### config.mk
export PLATFORM = sky130hd
export DESIGN_NAME = wiener_denoise_top
export DESIGN_NICKNAME = d
export VERILOG_FILES = /design/src/wiener_pkg.sv /design/src/pixel_stream_if.sv /design/src/block_stats.sv /design/src/wiener_block_reader.sv /design/src/wiener_denoise_top.sv /design/src/wiener_filter.sv
export VERILOG_INCLUDE_DIRS = /design/src /design/src/src
export SDC_FILE = /design/constraint.sdc
export NUM_CORES = 2
export LEC_CHECK = 0
export BUFFER_PORTS_ARGS = -buffer_cell sky130_fd_sc_hd__buf_4
export CAP_MARGIN = 10
export CORE_MARGIN = 2
export CORE_UTILIZATION = 50
export CTS_BUF_LIST = sky130_fd_sc_hd__clkbuf_8
export DETAILED_ROUTE_END_ITERATION = 16
export PLACE_DENSITY_LB_ADDON = 0.15
export SLEW_MARGIN = 20
export SYNTH_ARGS = -nofsm -noshare
export SYNTH_HDL_FRONTEND = slang
export SYNTH_SLANG_ARGS = --single-unit
### constraint.sdc
create_clock -name clk -period 18.2 [get_ports clk]
set_clock_uncertainty 0.15 [all_clocks]
set_input_delay 3.64 -clock clk [delete_from_list [all_inputs] [get_ports clk]]
set_output_delay 3.64 -clock clk [all_outputs]
set_load 0.05 [all_outputs]
### src/wiener_consts.svh
// fixed 8x8 blocks; frame dimensions must be multiples of 8 and at most 1280x720
`ifndef WIENER_CONSTS_SVH
`define WIENER_CONSTS_SVH

`define BLOCK_SIZE 8   // block edge in pixels
`define BLOCK_SHIFT 3  // log2 of block edge
`define PIX_W 8        // greyscale pixel
`define ADDR_W 32
`define DIM_W 16       // frame width / height

`define MAX_WIDTH 1280
`define MAX_HEIGHT 720

`define GAIN_FRAC 8    // gain is Q8, 256 means unity
`define SUM_W 14       // 64 * 255 fits
`define SUMSQ_W 22     // 64 * 255^2 fits

`endif

### src/wiener_pkg.sv
// shared types only; pixel width follows PIX_W from the consts header
`include "wiener_consts.svh"

package wiener_pkg;

	typedef logic [`PIX_W-1:0] pixel_t;

	// block reader sequencing
	typedef enum logic [1:0] {
		RD_IDLE,
		RD_ISSUE,  // waiting to launch a row burst
		RD_BEATS,  // collecting the 8 beats of a row
		RD_DRAIN   // last block sent, waiting for the filter
	} reader_state_t;

	// filter sequencing, one block at a time
	typedef enum logic [1:0] {
		F_FILL,
		F_DIVIDE,
		F_EMIT
	} filter_state_t;

endpackage

### src/pixel_stream_if.sv
// pixel stream from the reader, one pixel per pix_valid, no back-pressure toward the reader
`timescale 1ns/10ps
`include "wiener_consts.svh"

interface pixel_stream_if;
	import wiener_pkg::*;

	logic               pix_valid;
	pixel_t             pix;
	logic               block_first;  // first pixel of an 8x8 block
	logic               block_last;   // 64th pixel of the block
	logic [`ADDR_W-1:0] block_addr;   // top-left pixel address, stable for the block
	logic               filter_idle;  // filter ready for a new block

	modport src (
		output pix_valid, pix, block_first, block_last, block_addr,
		input  filter_idle
	);

	modport stats_sink (
		input pix_valid, pix, block_first, block_last
	);

	modport filter_sink (
		input  pix_valid, pix, block_first, block_last, block_addr,
		output filter_idle
	);

endinterface

### src/block_stats.sv
// totals are valid only in the stats_valid cycle and are overwritten by the next block
`timescale 1ns/10ps
`include "wiener_consts.svh"

module block_stats (
	input  logic                 clk,
	input  logic                 rst_n,
	pixel_stream_if.stats_sink   strm,
	output logic                 stats_valid,
	output logic [`SUM_W-1:0]    block_sum,
	output logic [`SUMSQ_W-1:0]  block_sumsq
);

	localparam int SQ_W = 2 * `PIX_W;

	logic [SQ_W-1:0]     pix_sq;
	logic [`SUM_W-1:0]   sum_q;
	logic [`SUMSQ_W-1:0] sumsq_q;

	assign pix_sq = SQ_W'(strm.pix) * SQ_W'(strm.pix);

	// accumulators restart on the first pixel of each block
	always_ff @(posedge clk) begin
		if (strm.pix_valid) begin
			if (strm.block_first) begin
				sum_q   <= `SUM_W'(strm.pix);
				sumsq_q <= `SUMSQ_W'(pix_sq);
			end else begin
				sum_q   <= sum_q + `SUM_W'(strm.pix);
				sumsq_q <= sumsq_q + `SUMSQ_W'(pix_sq);
			end
		end
	end

	always_ff @(posedge clk or negedge rst_n) begin
		if (!rst_n)
			stats_valid <= 1'b0;
		else
			stats_valid <= strm.pix_valid && strm.block_last;  // totals include pixel 64
	end

	assign block_sum   = sum_q;
	assign block_sumsq = sumsq_q;

endmodule

### src/wiener_block_reader.sv
// memory must return exactly 8 beats per rd_start with rlast on the 8th; settings latched at start
`timescale 1ns/10ps
`include "wiener_consts.svh"

module wiener_block_reader (
	input  logic                clk,
	input  logic                rst_n,
	input  logic                noise_ready,
	input  logic [`ADDR_W-1:0]  base_addr,
	input  logic [`DIM_W-1:0]   frame_width,
	input  logic [`DIM_W-1:0]   frame_height,
	input  wiener_pkg::pixel_t  rdata,
	input  logic                rvalid,
	input  logic                rlast,
	output logic                rd_start,
	output logic [`ADDR_W-1:0]  rd_addr,
	output logic [7:0]          rd_len,
	output logic                start_of_frame,
	output logic                frame_done,
	pixel_stream_if.src         strm
);
	import wiener_pkg::*;

	localparam int BLK_W = `DIM_W - `BLOCK_SHIFT;  // block column / row index

	reader_state_t            state;
	logic [`ADDR_W-1:0]       base_q;
	logic [`DIM_W-1:0]        width_q;
	logic [`DIM_W-1:0]        height_q;
	logic [BLK_W-1:0]         blk_col;
	logic [BLK_W-1:0]         blk_row;
	logic [`BLOCK_SHIFT-1:0]  pix_row;   // row inside the block
	logic [`BLOCK_SHIFT-1:0]  beat_cnt;  // beat inside the row burst
	logic [`DIM_W-1:0]        row_idx;
	logic [`DIM_W-1:0]        col_off;
	logic [`ADDR_W-1:0]       burst_addr;
	logic                     last_col;
	logic                     last_row;
	logic                     issue_ok;

	assign rd_len = 8'(`BLOCK_SIZE);

	// frame row = block row * 8 + pixel row
	assign row_idx    = {blk_row, pix_row};
	assign col_off    = {blk_col, {`BLOCK_SHIFT{1'b0}}};
	assign burst_addr = base_q + `ADDR_W'(row_idx) * `ADDR_W'(width_q) + `ADDR_W'(col_off);

	assign last_col = (blk_col == width_q[`DIM_W-1:`BLOCK_SHIFT] - 1'b1);
	assign last_row = (blk_row == height_q[`DIM_W-1:`BLOCK_SHIFT] - 1'b1);

	// a new block only starts once the filter has emptied
	assign issue_ok = (state == RD_ISSUE) && ((pix_row != '0) || strm.filter_idle);

	always_ff @(posedge clk or negedge rst_n) begin
		if (!rst_n) begin
			state             <= RD_IDLE;
			rd_start          <= 1'b0;
			start_of_frame    <= 1'b0;
			frame_done        <= 1'b0;
			strm.pix_valid    <= 1'b0;
			strm.block_first  <= 1'b0;
			strm.block_last   <= 1'b0;
			blk_col           <= '0;
			blk_row           <= '0;
			pix_row           <= '0;
			beat_cnt          <= '0;
		end else begin
			rd_start         <= 1'b0;  // all strobes are single cycle
			start_of_frame   <= 1'b0;
			frame_done       <= 1'b0;
			strm.pix_valid   <= 1'b0;
			strm.block_first <= 1'b0;
			strm.block_last  <= 1'b0;
			case (state)
				RD_IDLE: begin
					if (noise_ready) begin
						blk_col  <= '0;
						blk_row  <= '0;
						pix_row  <= '0;
						beat_cnt <= '0;
						state    <= RD_ISSUE;
					end
				end
				RD_ISSUE: begin
					if (issue_ok) begin
						rd_start <= 1'b1;
						state    <= RD_BEATS;
					end
				end
				RD_BEATS: begin
					if (rvalid) begin
						strm.pix_valid   <= 1'b1;
						strm.block_first <= (pix_row == '0) && (beat_cnt == '0);
						strm.block_last  <= (&pix_row) && (&beat_cnt);
						start_of_frame   <= (blk_col == '0) && (blk_row == '0) &&
						                    (pix_row == '0) && (beat_cnt == '0);
						beat_cnt <= beat_cnt + 1'b1;  // wraps after the 8th beat
						if (rlast) begin
							pix_row <= pix_row + 1'b1;
							state   <= RD_ISSUE;
							if (&pix_row) begin  // block complete
								if (last_col) begin
									blk_col <= '0;
									if (last_row)
										state <= RD_DRAIN;
									else
										blk_row <= blk_row + 1'b1;
								end else begin
									blk_col <= blk_col + 1'b1;
								end
							end
						end
					end
				end
				RD_DRAIN: begin
					if (strm.filter_idle) begin  // last block fully written out
						frame_done <= 1'b1;
						state      <= RD_IDLE;
					end
				end
				default: state <= RD_IDLE;
			endcase
		end
	end

	always_ff @(posedge clk) begin
		if (state == RD_IDLE && noise_ready) begin
			base_q   <= base_addr;
			width_q  <= frame_width;
			height_q <= frame_height;
		end
		if (issue_ok) begin
			rd_addr <= burst_addr;
			if (pix_row == '0)
				strm.block_addr <= burst_addr;
		end
		if (rvalid)
			strm.pix <= rdata;
	end

endmodule

### src/wiener_denoise_top.sv
// rd_len is fixed at 8 beats; base_addr and frame size are taken when noise_ready starts a frame
`timescale 1ns/10ps
`include "wiener_consts.svh"

module wiener_denoise_top (
	input  logic                clk,
	input  logic                rst_n,
	input  logic                noise_ready,
	input  logic [`ADDR_W-1:0]  base_addr,
	input  logic [`DIM_W-1:0]   frame_width,
	input  logic [`DIM_W-1:0]   frame_height,
	input  logic [2*`PIX_W-1:0] noise_var,
	input  wiener_pkg::pixel_t  rdata,
	input  logic                rvalid,
	input  logic                rlast,
	output logic                rd_start,
	output logic [`ADDR_W-1:0]  rd_addr,
	output logic [7:0]          rd_len,
	output logic                out_valid,
	output wiener_pkg::pixel_t  out_pixel,
	output logic [`ADDR_W-1:0]  out_addr,
	output logic                start_of_frame,
	output logic                frame_done
);

	pixel_stream_if strm ();

	logic                 stats_valid;
	logic [`SUM_W-1:0]    block_sum;
	logic [`SUMSQ_W-1:0]  block_sumsq;

	wiener_block_reader i_reader (
		.clk            (clk),
		.rst_n          (rst_n),
		.noise_ready    (noise_ready),
		.base_addr      (base_addr),
		.frame_width    (frame_width),
		.frame_height   (frame_height),
		.rdata          (rdata),
		.rvalid         (rvalid),
		.rlast          (rlast),
		.rd_start       (rd_start),
		.rd_addr        (rd_addr),
		.rd_len         (rd_len),
		.start_of_frame (start_of_frame),
		.frame_done     (frame_done),
		.strm           (strm.src)
	);

	block_stats i_stats (
		.clk         (clk),
		.rst_n       (rst_n),
		.strm        (strm.stats_sink),
		.stats_valid (stats_valid),
		.block_sum   (block_sum),
		.block_sumsq (block_sumsq)
	);

	wiener_filter i_filter (
		.clk         (clk),
		.rst_n       (rst_n),
		.strm        (strm.filter_sink),
		.noise_var   (noise_var),
		.frame_width (frame_width),
		.stats_valid (stats_valid),
		.block_sum   (block_sum),
		.block_sumsq (block_sumsq),
		.out_valid   (out_valid),
		.out_pixel   (out_pixel),
		.out_addr    (out_addr)
	);

endmodule

### src/wiener_filter.sv
// one block in flight; noise_var and frame_width are sampled on each block's first pixel
`timescale 1ns/10ps
`include "wiener_consts.svh"

module wiener_filter (
	input  logic                   clk,
	input  logic                   rst_n,
	pixel_stream_if.filter_sink    strm,
	input  logic [2*`PIX_W-1:0]    noise_var,
	input  logic [`DIM_W-1:0]      frame_width,
	input  logic                   stats_valid,
	input  logic [`SUM_W-1:0]      block_sum,
	input  logic [`SUMSQ_W-1:0]    block_sumsq,
	output logic                   out_valid,
	output wiener_pkg::pixel_t     out_pixel,
	output logic [`ADDR_W-1:0]     out_addr
);
	import wiener_pkg::*;

	localparam int NPIX   = `BLOCK_SIZE * `BLOCK_SIZE;
	localparam int IDX_W  = 2 * `BLOCK_SHIFT;     // also log2 of NPIX
	localparam int VAR_W  = 2 * `PIX_W;
	localparam int GAIN_W = `GAIN_FRAC + 1;       // 0..256
	localparam int RES_W  = `PIX_W + 3;
	localparam int MAXPIX = (1 << `PIX_W) - 1;

	filter_state_t               state;
	pixel_t                      pix_buf [NPIX];
	logic [IDX_W-1:0]            wr_idx;
	logic [IDX_W-1:0]            wr_sel;
	logic [IDX_W-1:0]            rd_idx;
	logic [3:0]                  div_cnt;
	logic [`ADDR_W-1:0]          blk_addr_q;
	logic [`DIM_W-1:0]           fw_q;
	logic [VAR_W-1:0]            nv_q;
	pixel_t                      mean_q;
	logic [VAR_W-1:0]            var_q;
	logic [VAR_W:0]              rem;       // division remainder, < 2*var
	logic [VAR_W:0]              rem_sub;
	logic [GAIN_W-1:0]           gain_q;
	pixel_t                      mean_w;
	logic [VAR_W-1:0]            mean_sq;
	logic [VAR_W-1:0]            msq;
	logic [VAR_W-1:0]            var_w;
	logic [VAR_W-1:0]            excess_w;
	logic signed [`PIX_W:0]      diff;
	logic signed [`PIX_W+GAIN_W+1:0] prod;
	logic signed [RES_W-1:0]     adj;
	logic signed [RES_W-1:0]     res;

	assign wr_sel = strm.block_first ? '0 : wr_idx;

	// block mean and variance, both truncated by the /64
	assign mean_w   = block_sum[`SUM_W-1:IDX_W];
	assign mean_sq  = VAR_W'(mean_w) * VAR_W'(mean_w);
	assign msq      = block_sumsq[`SUMSQ_W-1:IDX_W];
	assign var_w    = (msq > mean_sq) ? msq - mean_sq : '0;
	assign excess_w = (var_w > nv_q) ? var_w - nv_q : '0;

	assign rem_sub = rem - {1'b0, var_q};

	// gain * (pixel - mean) / 256, floored
	assign diff = $signed({1'b0, pix_buf[rd_idx]}) - $signed({1'b0, mean_q});
	assign prod = $signed({1'b0, gain_q}) * diff;
	assign adj  = RES_W'(prod >>> `GAIN_FRAC);
	assign res  = $signed({3'b000, mean_q}) + adj;

	assign out_valid = (state == F_EMIT);
	assign out_addr  = blk_addr_q + `ADDR_W'(rd_idx[IDX_W-1:`BLOCK_SHIFT]) * `ADDR_W'(fw_q)
	                 + `ADDR_W'(rd_idx[`BLOCK_SHIFT-1:0]);

	always_comb begin
		if (res < 0)
			out_pixel = '0;
		else if (res > MAXPIX)
			out_pixel = '1;
		else
			out_pixel = res[`PIX_W-1:0];
	end

	always_ff @(posedge clk or negedge rst_n) begin
		if (!rst_n) begin
			state            <= F_FILL;
			strm.filter_idle <= 1'b1;
			wr_idx           <= '0;
			rd_idx           <= '0;
			div_cnt          <= '0;
		end else begin
			if (strm.pix_valid)
				wr_idx <= wr_sel + 1'b1;
			case (state)
				F_FILL: begin
					if (strm.pix_valid && strm.block_first)
						strm.filter_idle <= 1'b0;
					if (stats_valid) begin
						div_cnt <= '0;
						state   <= F_DIVIDE;
					end
				end
				F_DIVIDE: begin
					div_cnt <= div_cnt + 1'b1;
					if (div_cnt == 4'(GAIN_W - 1)) begin  // one quotient bit per cycle
						rd_idx <= '0;
						state  <= F_EMIT;
					end
				end
				F_EMIT: begin
					rd_idx <= rd_idx + 1'b1;
					if (&rd_idx) begin
						strm.filter_idle <= 1'b1;
						state            <= F_FILL;
					end
				end
				default: state <= F_FILL;
			endcase
		end
	end

	always_ff @(posedge clk) begin
		if (strm.pix_valid)
			pix_buf[wr_sel] <= strm.pix;
		if (strm.pix_valid && strm.block_first) begin
			blk_addr_q <= strm.block_addr;
			fw_q       <= frame_width;
			nv_q       <= noise_var;
		end
		if (stats_valid) begin
			mean_q <= mean_w;
			var_q  <= var_w;
			rem    <= {1'b0, excess_w};  // excess <= var, so the quotient tops out at 256
			gain_q <= '0;
		end else if (state == F_DIVIDE) begin
			// restoring step; var = 0 leaves the gain at 0
			if (var_q != '0 && rem >= {1'b0, var_q}) begin
				gain_q <= {gain_q[GAIN_W-2:0], 1'b1};
				rem    <= {rem_sub[VAR_W-1:0], 1'b0};
			end else begin
				gain_q <= {gain_q[GAIN_W-2:0], 1'b0};
				rem    <= {rem[VAR_W-1:0], 1'b0};
			end
		end
	end

endmodule

* Word level (Yosys, flattened, before mapping)
Memory sizes are Yosys's and may differ from the RTL's.
Index checks and enable logic that the tools add are counted.
** Operators by class
- $add $sub $neg :: 20
- $mul :: 5
- Order comparisons :: 5
- Eq/ne operators :: 20
- Mux-type cells :: 63
- Reduce and logical (&&, ||, !) cells :: 37
** Operators with widths (count)
- $mux W13 :: 10
- $mux W16 :: 5
- $pmux W13 S2 :: 2
- $sub A16 B16 Y16 :: 3
- $add A32 B16 Y32 :: 1
- $add A32 B19 Y32 :: 1
- $add A32 B3 Y32 :: 1
- $add A32 B32 Y32 :: 1
- $gt A16 B16 Y1 :: 2
- $mul A16 B16 Y32 :: 1
- $mul A8 B8 Y16 :: 2
- $add A13 B1 Y13 const B :: 2
- $eq A13 B13 Y1 :: 2
- $logic_not A13 Y1 :: 2
- $sub A13 B1 Y13 const B :: 2
- $mux W8 :: 3
- $add A22 B16 Y22 :: 1
- $mux W2 :: 11
- $mul A10 B9 Y19 :: 1
- $mul A3 B16 Y19 :: 1
- $ge A17 B16 Y1 :: 1
- $mux W1 :: 17
- $mux W17 :: 1
- $reduce_bool A16 Y1 :: 1
- other kinds (34) :: 76
** Word-level totals
- Register bits after elaboration :: 346
- Bits in writable memories :: 512
- Input port bits :: 93
- Output and inout port bits :: 84
- Word-level logic and storage cells :: 186
- Memories :: 1
** Memory list
- i_filter.pix_buf :: depth 64, bits a word 8, rd ports 1, clocked after memory_dff 0, write ports 1, line wiener_filter.sv:28 : pixel_t pix_buf [NPIX];

* Longest topological paths before layout
- Depth after elaboration :: 8
- Depth in mapped cells :: 42
- Gate-level depth less buffers :: 40

* Cells and area by module
A second synthesis with hierarchy kept.
** Unflattened totals
- Cells, all modules :: 4489
- Area, all modules :: 55358.1 um^2
** Modules (own cells, without submodules)
- wiener_filter :: instances 1, cells an instance 2320, area each 33940.1 um^2, seq. area each 19174.6 um^2
- wiener_block_reader :: instances 1, cells an instance 1651, area each 16844.9 um^2, seq. area each 4994.8 um^2
- block_stats :: instances 1, cells an instance 518, area each 4573.1 um^2, seq. area each 1106.1 um^2

* Least setup slack after synthesis
Ideal clock, no wire load.
- Path type :: register to output
- Start :: register i_filter.rd_idx[0]
- End :: output out_pixel[0]
- Data arrival time :: 10.968 ns
- Required time :: 14.410 ns
- Setup slack :: 3.442 ns
- Cell stages (with the launch flop) :: 42
- Buffers on the path :: 3
- Path through :: dfrtp_1 -> clkbuf_1 -> clkbuf_1 -> buf_1 -> mux4_2 -> mux4_2 -> mux4_2 -> ha_1 -> nor2b_1 -> o21ai_0 -> nand2b_1 -> a21o_1 -> a21o_1 -> a21o_1 -> a21oi_1 -> xnor2_1 -> nand2_1 -> fa_1 -> [6 not listed] -> inv_1 -> ha_1 -> nand4_1 -> or4_1 -> a311oi_2 -> a31o_2 -> nor2_1 -> nor2b_1 -> nor2_1 -> xnor2_1 -> ha_1 -> nor2_1 -> nor2_1 -> nand2_1 -> o311ai_0 -> nor3_1 -> xnor2_1 -> o21a_1
** On the way
- Word-level cells in the longest chain between the ends :: 7
- Elaborated cells on any way between the ends :: 8
- Classes of those cells :: add/sub: 2; mul: 1; order compare: 2; mux: 2; memory: 1
** Ends and longest elaborated chain
- from (decl) :: line wiener_filter.sv:31 : logic [IDX_W-1:0] rd_idx;
- from (signal assigned) :: line wiener_filter.sv:108 : rd_idx <= rd_idx + 1'b1;
- $mem_v2 Z64 W8 *
- $sub A8 B8 Y9 * :: line wiener_filter.sv:63 : assign diff = $signed({1'b0, pix_buf[rd_idx]}) - $signed({1'b0, mean_q});
- $mul A10 B9 Y19 * :: line wiener_filter.sv:64 : assign prod = $signed({1'b0, gain_q}) * diff;
- $add A9 B11 Y11 * :: line wiener_filter.sv:66 : assign res = $signed({3'b000, mean_q}) + adj;
- $gt A11 B9 Y1 :: line wiener_filter.sv:75 : else if (res > MAXPIX)
- $mux W8 :: line wiener_filter.sv:75
- $mux W8 * :: line wiener_filter.sv:73 : if (res < 0)
- to (decl) :: line wiener_denoise_top.sv:20 : output wiener_pkg::pixel_t out_pixel,
Every way passes the cells marked *; elsewhere a longest branch is shown, timed or not.

* Final worst setup path
- Start :: register i_filter.rd_idx[0]
- End :: output out_pixel[5]
The elaborated chain is that of the path after synthesis.

==> summary.txt <==
Port bufs = 165
Seq/Total Area, Yosys = 45.99%
Cell mode on critical path = fa_1
Layout Cells excl Fill = 6,149
Hold Crit Class = register to register
PwrDens = 159.9 nW/µm²
Post-CTS setup buffer count = 0
# placed instances = 5,881
CTS tree = done
First-pass iteration count of the detailed router = 5
Die Ht = 335.5 µm
Worst Path Class, Setup = register to primary output
Syn avg cell area = 12.45 µm²
Clock transition at path regs = 0.06 ns
Largest net degree at the start of global routing = 75
Fin crit period = 16.22 ns
Worst Setup Start Kind = register
Worst EP required = 14.41 ns
Row count = 121
LEAKAGE = 24.42 nW
Clock buffer depth = 3
Root Buffer = clkbuf_8
H-tree level count = 4
Number of synthesized flops with an enable pin = 785
Most frequent cell after synthesis = edfxtp_1
CTS-repair resized insts = 0
Area Growth Syn to Fin = 10.32%
Endpoint class of the critical path = primary output
Share of the synthesized area in the top cell type = 42.89%
Yosys reg bits = 855
Unique cell type count in the Yosys netlist = 85
Share of cells above drive strength 1 = 13.33%
Total GRT Usage = 22.54%
Synth cell count leaders = edfxtp_1 (785), inv_1 (620), fa_1 (375)
Setup TNS = 0 ns
GP Congestion = 0.8567
Pins over their slew limit = 0
Dpl hpwl = 88,190 µm
Slew @ Worst Pin = 1.045 ns
Post-synth top area cell = edfxtp_1
Initial antenna violation count = 3
Final setup fails = 0
Synth Cell Area = 54,960 µm²
# IOs = 177
Most used DFF post-synth = edfxtp_1
DR vias = 33,930
Post-synth ARST share = 7.018%
Final worst-path cycle share = 89.14%
Starting Density = 50.42%
Syn Inst Count = 4,413
CP Max Fanout = 46
Max-cap violation count = 0
Fill count = 9,112
Achievable Freq = 61.64 MHz
Hold buffer count at CTS = 0
ANT nets after route = 0
RSZ-0062 raised after global routing = no
Chip Width = 335.5 µm
Final Hold Viols = 0
Outcome = finished, final reports clean
Relative max-transition margin = 30.09%
Total gr overflow = 0
Core area = 109,000 µm²
CTS Buf Count = 146
DR vias/cell = 5.518
Die area = 112,600 µm²
DR iter-0 viols = 2,289
CTS Sinks = 855
Clk_lat worst skew = 0.84 ns
First-pass GRT wire length = 195,300 µm
CP max stage delay = 0.69 ns
Top post-synthesis cells by area = edfxtp_1 (43%), fa_1 (14%), ha_1 (8.1%), mux4_2 (6.9%), inv_1 (4.2%)
Residual DRC = 0
Critical path data arrival time = 12.43 ns
Post-Route WL = 123,000 µm
WL per Instance = 20.00 µm
Number of global-route vias before repair = 34,980
Crit-path slowest cell = dfrtp_4
Final nets = 5,438
Yosys Warn Count = 0
IR Drop Worst-Case VDD = 0.1905 mV
==> worst max-delay path, delay by kind of cell (launching register included) <==
kind / cells / cell delay, ns
buffers and inverters: 5 / 0.72
adders and majority gates: 8 / 3.56
muxes: 3 / 1.71
and+or+nand+nor: 12 / 1.70
xor gates and xnor gates: 3 / 1.02
DFF: 1 / 0.69
AOI/OAI and AO/OA: 9 / 2.11
==> area by class of cell <==
type / instances / area [µm²] / share of cell area [%]
clock buffer: 157 / 2161 / 3.564
antenna: 2 / 5.005 / 0.008255
inverter: 622 / 2336 / 3.853
clock inverter: 109 / 705.7 / 1.164
multi-input combinational: 2778 / 26730 / 44.09
sequential: 855 / 25290 / 41.71
tap: 1414 / 1769 / 2.918
timing repair buffer: 212 / 1629 / 2.687
==> through the flow <==
| stage | setup slack (ns) | power, W | instance area, µm² | hold WS (ns) | utilization, % |
|---|---|---|---|---|---|
| global route | 0.9509 | 0.01049 | 60630 | 0.2525 | 55.62 |
| finish | 1.976 | 0.009695 | 60630 | 0.2340 | 55.62 |
| global placement | 2.839 | 0.007961 | 57740 | 0.2503 | 52.97 |
| detailed placement | 2.806 | 0.008025 | 57750 | 0.2545 | 52.98 |
| floorplan | 3.442 | 0.006686 | 54990 | 0.2503 | - |
| CTS | 1.855 | 0.009753 | 60620 | 0.2387 | 55.61 |
==> where the power goes <==
part	switching [W]	leakage (nW)	internal [W]
combinational	0.00316	14.8	0.00212
clock	0.000810	1.62	0.000883
sequential	0.000149	7.96	0.00257
total	0.00412	24.4	0.00558
==> layer usage <==
layer	track usage [%]	part of all wire [%]	up-vias
met5	0	0	-
met4	6.698	2.2	0
met3	3.534	5.7	170
met2	36.15	48	879
met1	31.85	45	17140
li1	-	-	15740
==> final timing paths <==
path | start | end | slack [ns] | cells past startpoint
worst max-delay path | i_filter.rd_idx[0] | out_pixel[5] | 1.98 | 40
worst min-delay path | i_reader.strm.block_addr[21] | i_filter.blk_addr_q[21] | 0.23 | 0
worst max register to register | i_stats.block_sum[8] | i_filter.rem[15] | 8.97 | 39
worst min register to register | i_reader.strm.block_addr[21] | i_filter.blk_addr_q[21] | 0.23 | 0
max in group asynchronous | rst_n | i_filter.rd_idx[0] | 14.41 | 1
min in group asynchronous | rst_n | i_reader.blk_row[10] | 2.76 | 1
==> logic make-up after synthesis <==
| kind of cell | after synthesis | synth area share [%] |
|---|---|---|
| multiplexers | 197 | 7.431 |
| AO/OA/AOI/OAI | 509 | 6.036 |
| other | 2 | 0.01367 |
| buffers and inverters | 788 | 5.471 |
| flip-flops | 855 | 45.99 |
| XOR/XNOR | 205 | 3.267 |
| adder cells (fa/ha/maj) | 730 | 21.74 |
| AND/OR/NAND/NOR | 1127 | 10.05 |
==> registers in the layout, indices dropped and copies added, names as in the netlist, 3 cells and up <==
| register | count |
|---|---|
| i_reader.pix_row | 3 |
| i_reader.blk_row | 13 |
| i_filter.mean_q | 8 |
| i_filter.fw_q | 16 |
| i_stats.block_sum | 14 |
| i_filter.rem | 17 |
| i_filter.gain_q | 9 |
| i_filter.pix_buf | 512 |
| i_reader.strm.block_addr | 32 |
| i_filter.rd_idx | 6 |
| i_reader.width_q | 16 |
| i_stats.block_sumsq | 22 |
| i_reader.rd_addr | 32 |
| i_reader.blk_col | 13 |
| i_filter.nv_q | 16 |
| i_filter.wr_idx | 6 |
| i_filter.var_q | 16 |
| i_filter.div_cnt | 4 |
| i_reader.strm.pix | 8 |
| i_reader.height_q | 13 |
| i_reader.base_q | 32 |
| i_reader.beat_cnt | 3 |
| i_filter.blk_addr_q | 32 |
==> placed cells by master (no fill, tap or decap), types with 29 or more instances in the layout <==
| cell type | instances |
|---|---|
| fa_1 | 375 |
| and2_1 | 195 |
| nor2_1 | 221 |
| nand2b_1 | 47 |
| xnor2_1 | 125 |
| nand3_1 | 61 |
| xor2_1 | 80 |
| a21oi_1 | 121 |
| a21o_1 | 57 |
| edfxtp_1 | 785 |
| and3_1 | 30 |
| dfrtp_1 | 53 |
| inv_1 | 661 |
| nor3_1 | 57 |
| mux4_2 | 168 |
| clkbuf_8 | 157 |
| nor2b_1 | 29 |
| o21ai_0 | 123 |
| ha_1 | 355 |
| nand2_1 | 366 |
| buf_4 | 209 |
Note: power is estimated with default switching activity, not from simulation.
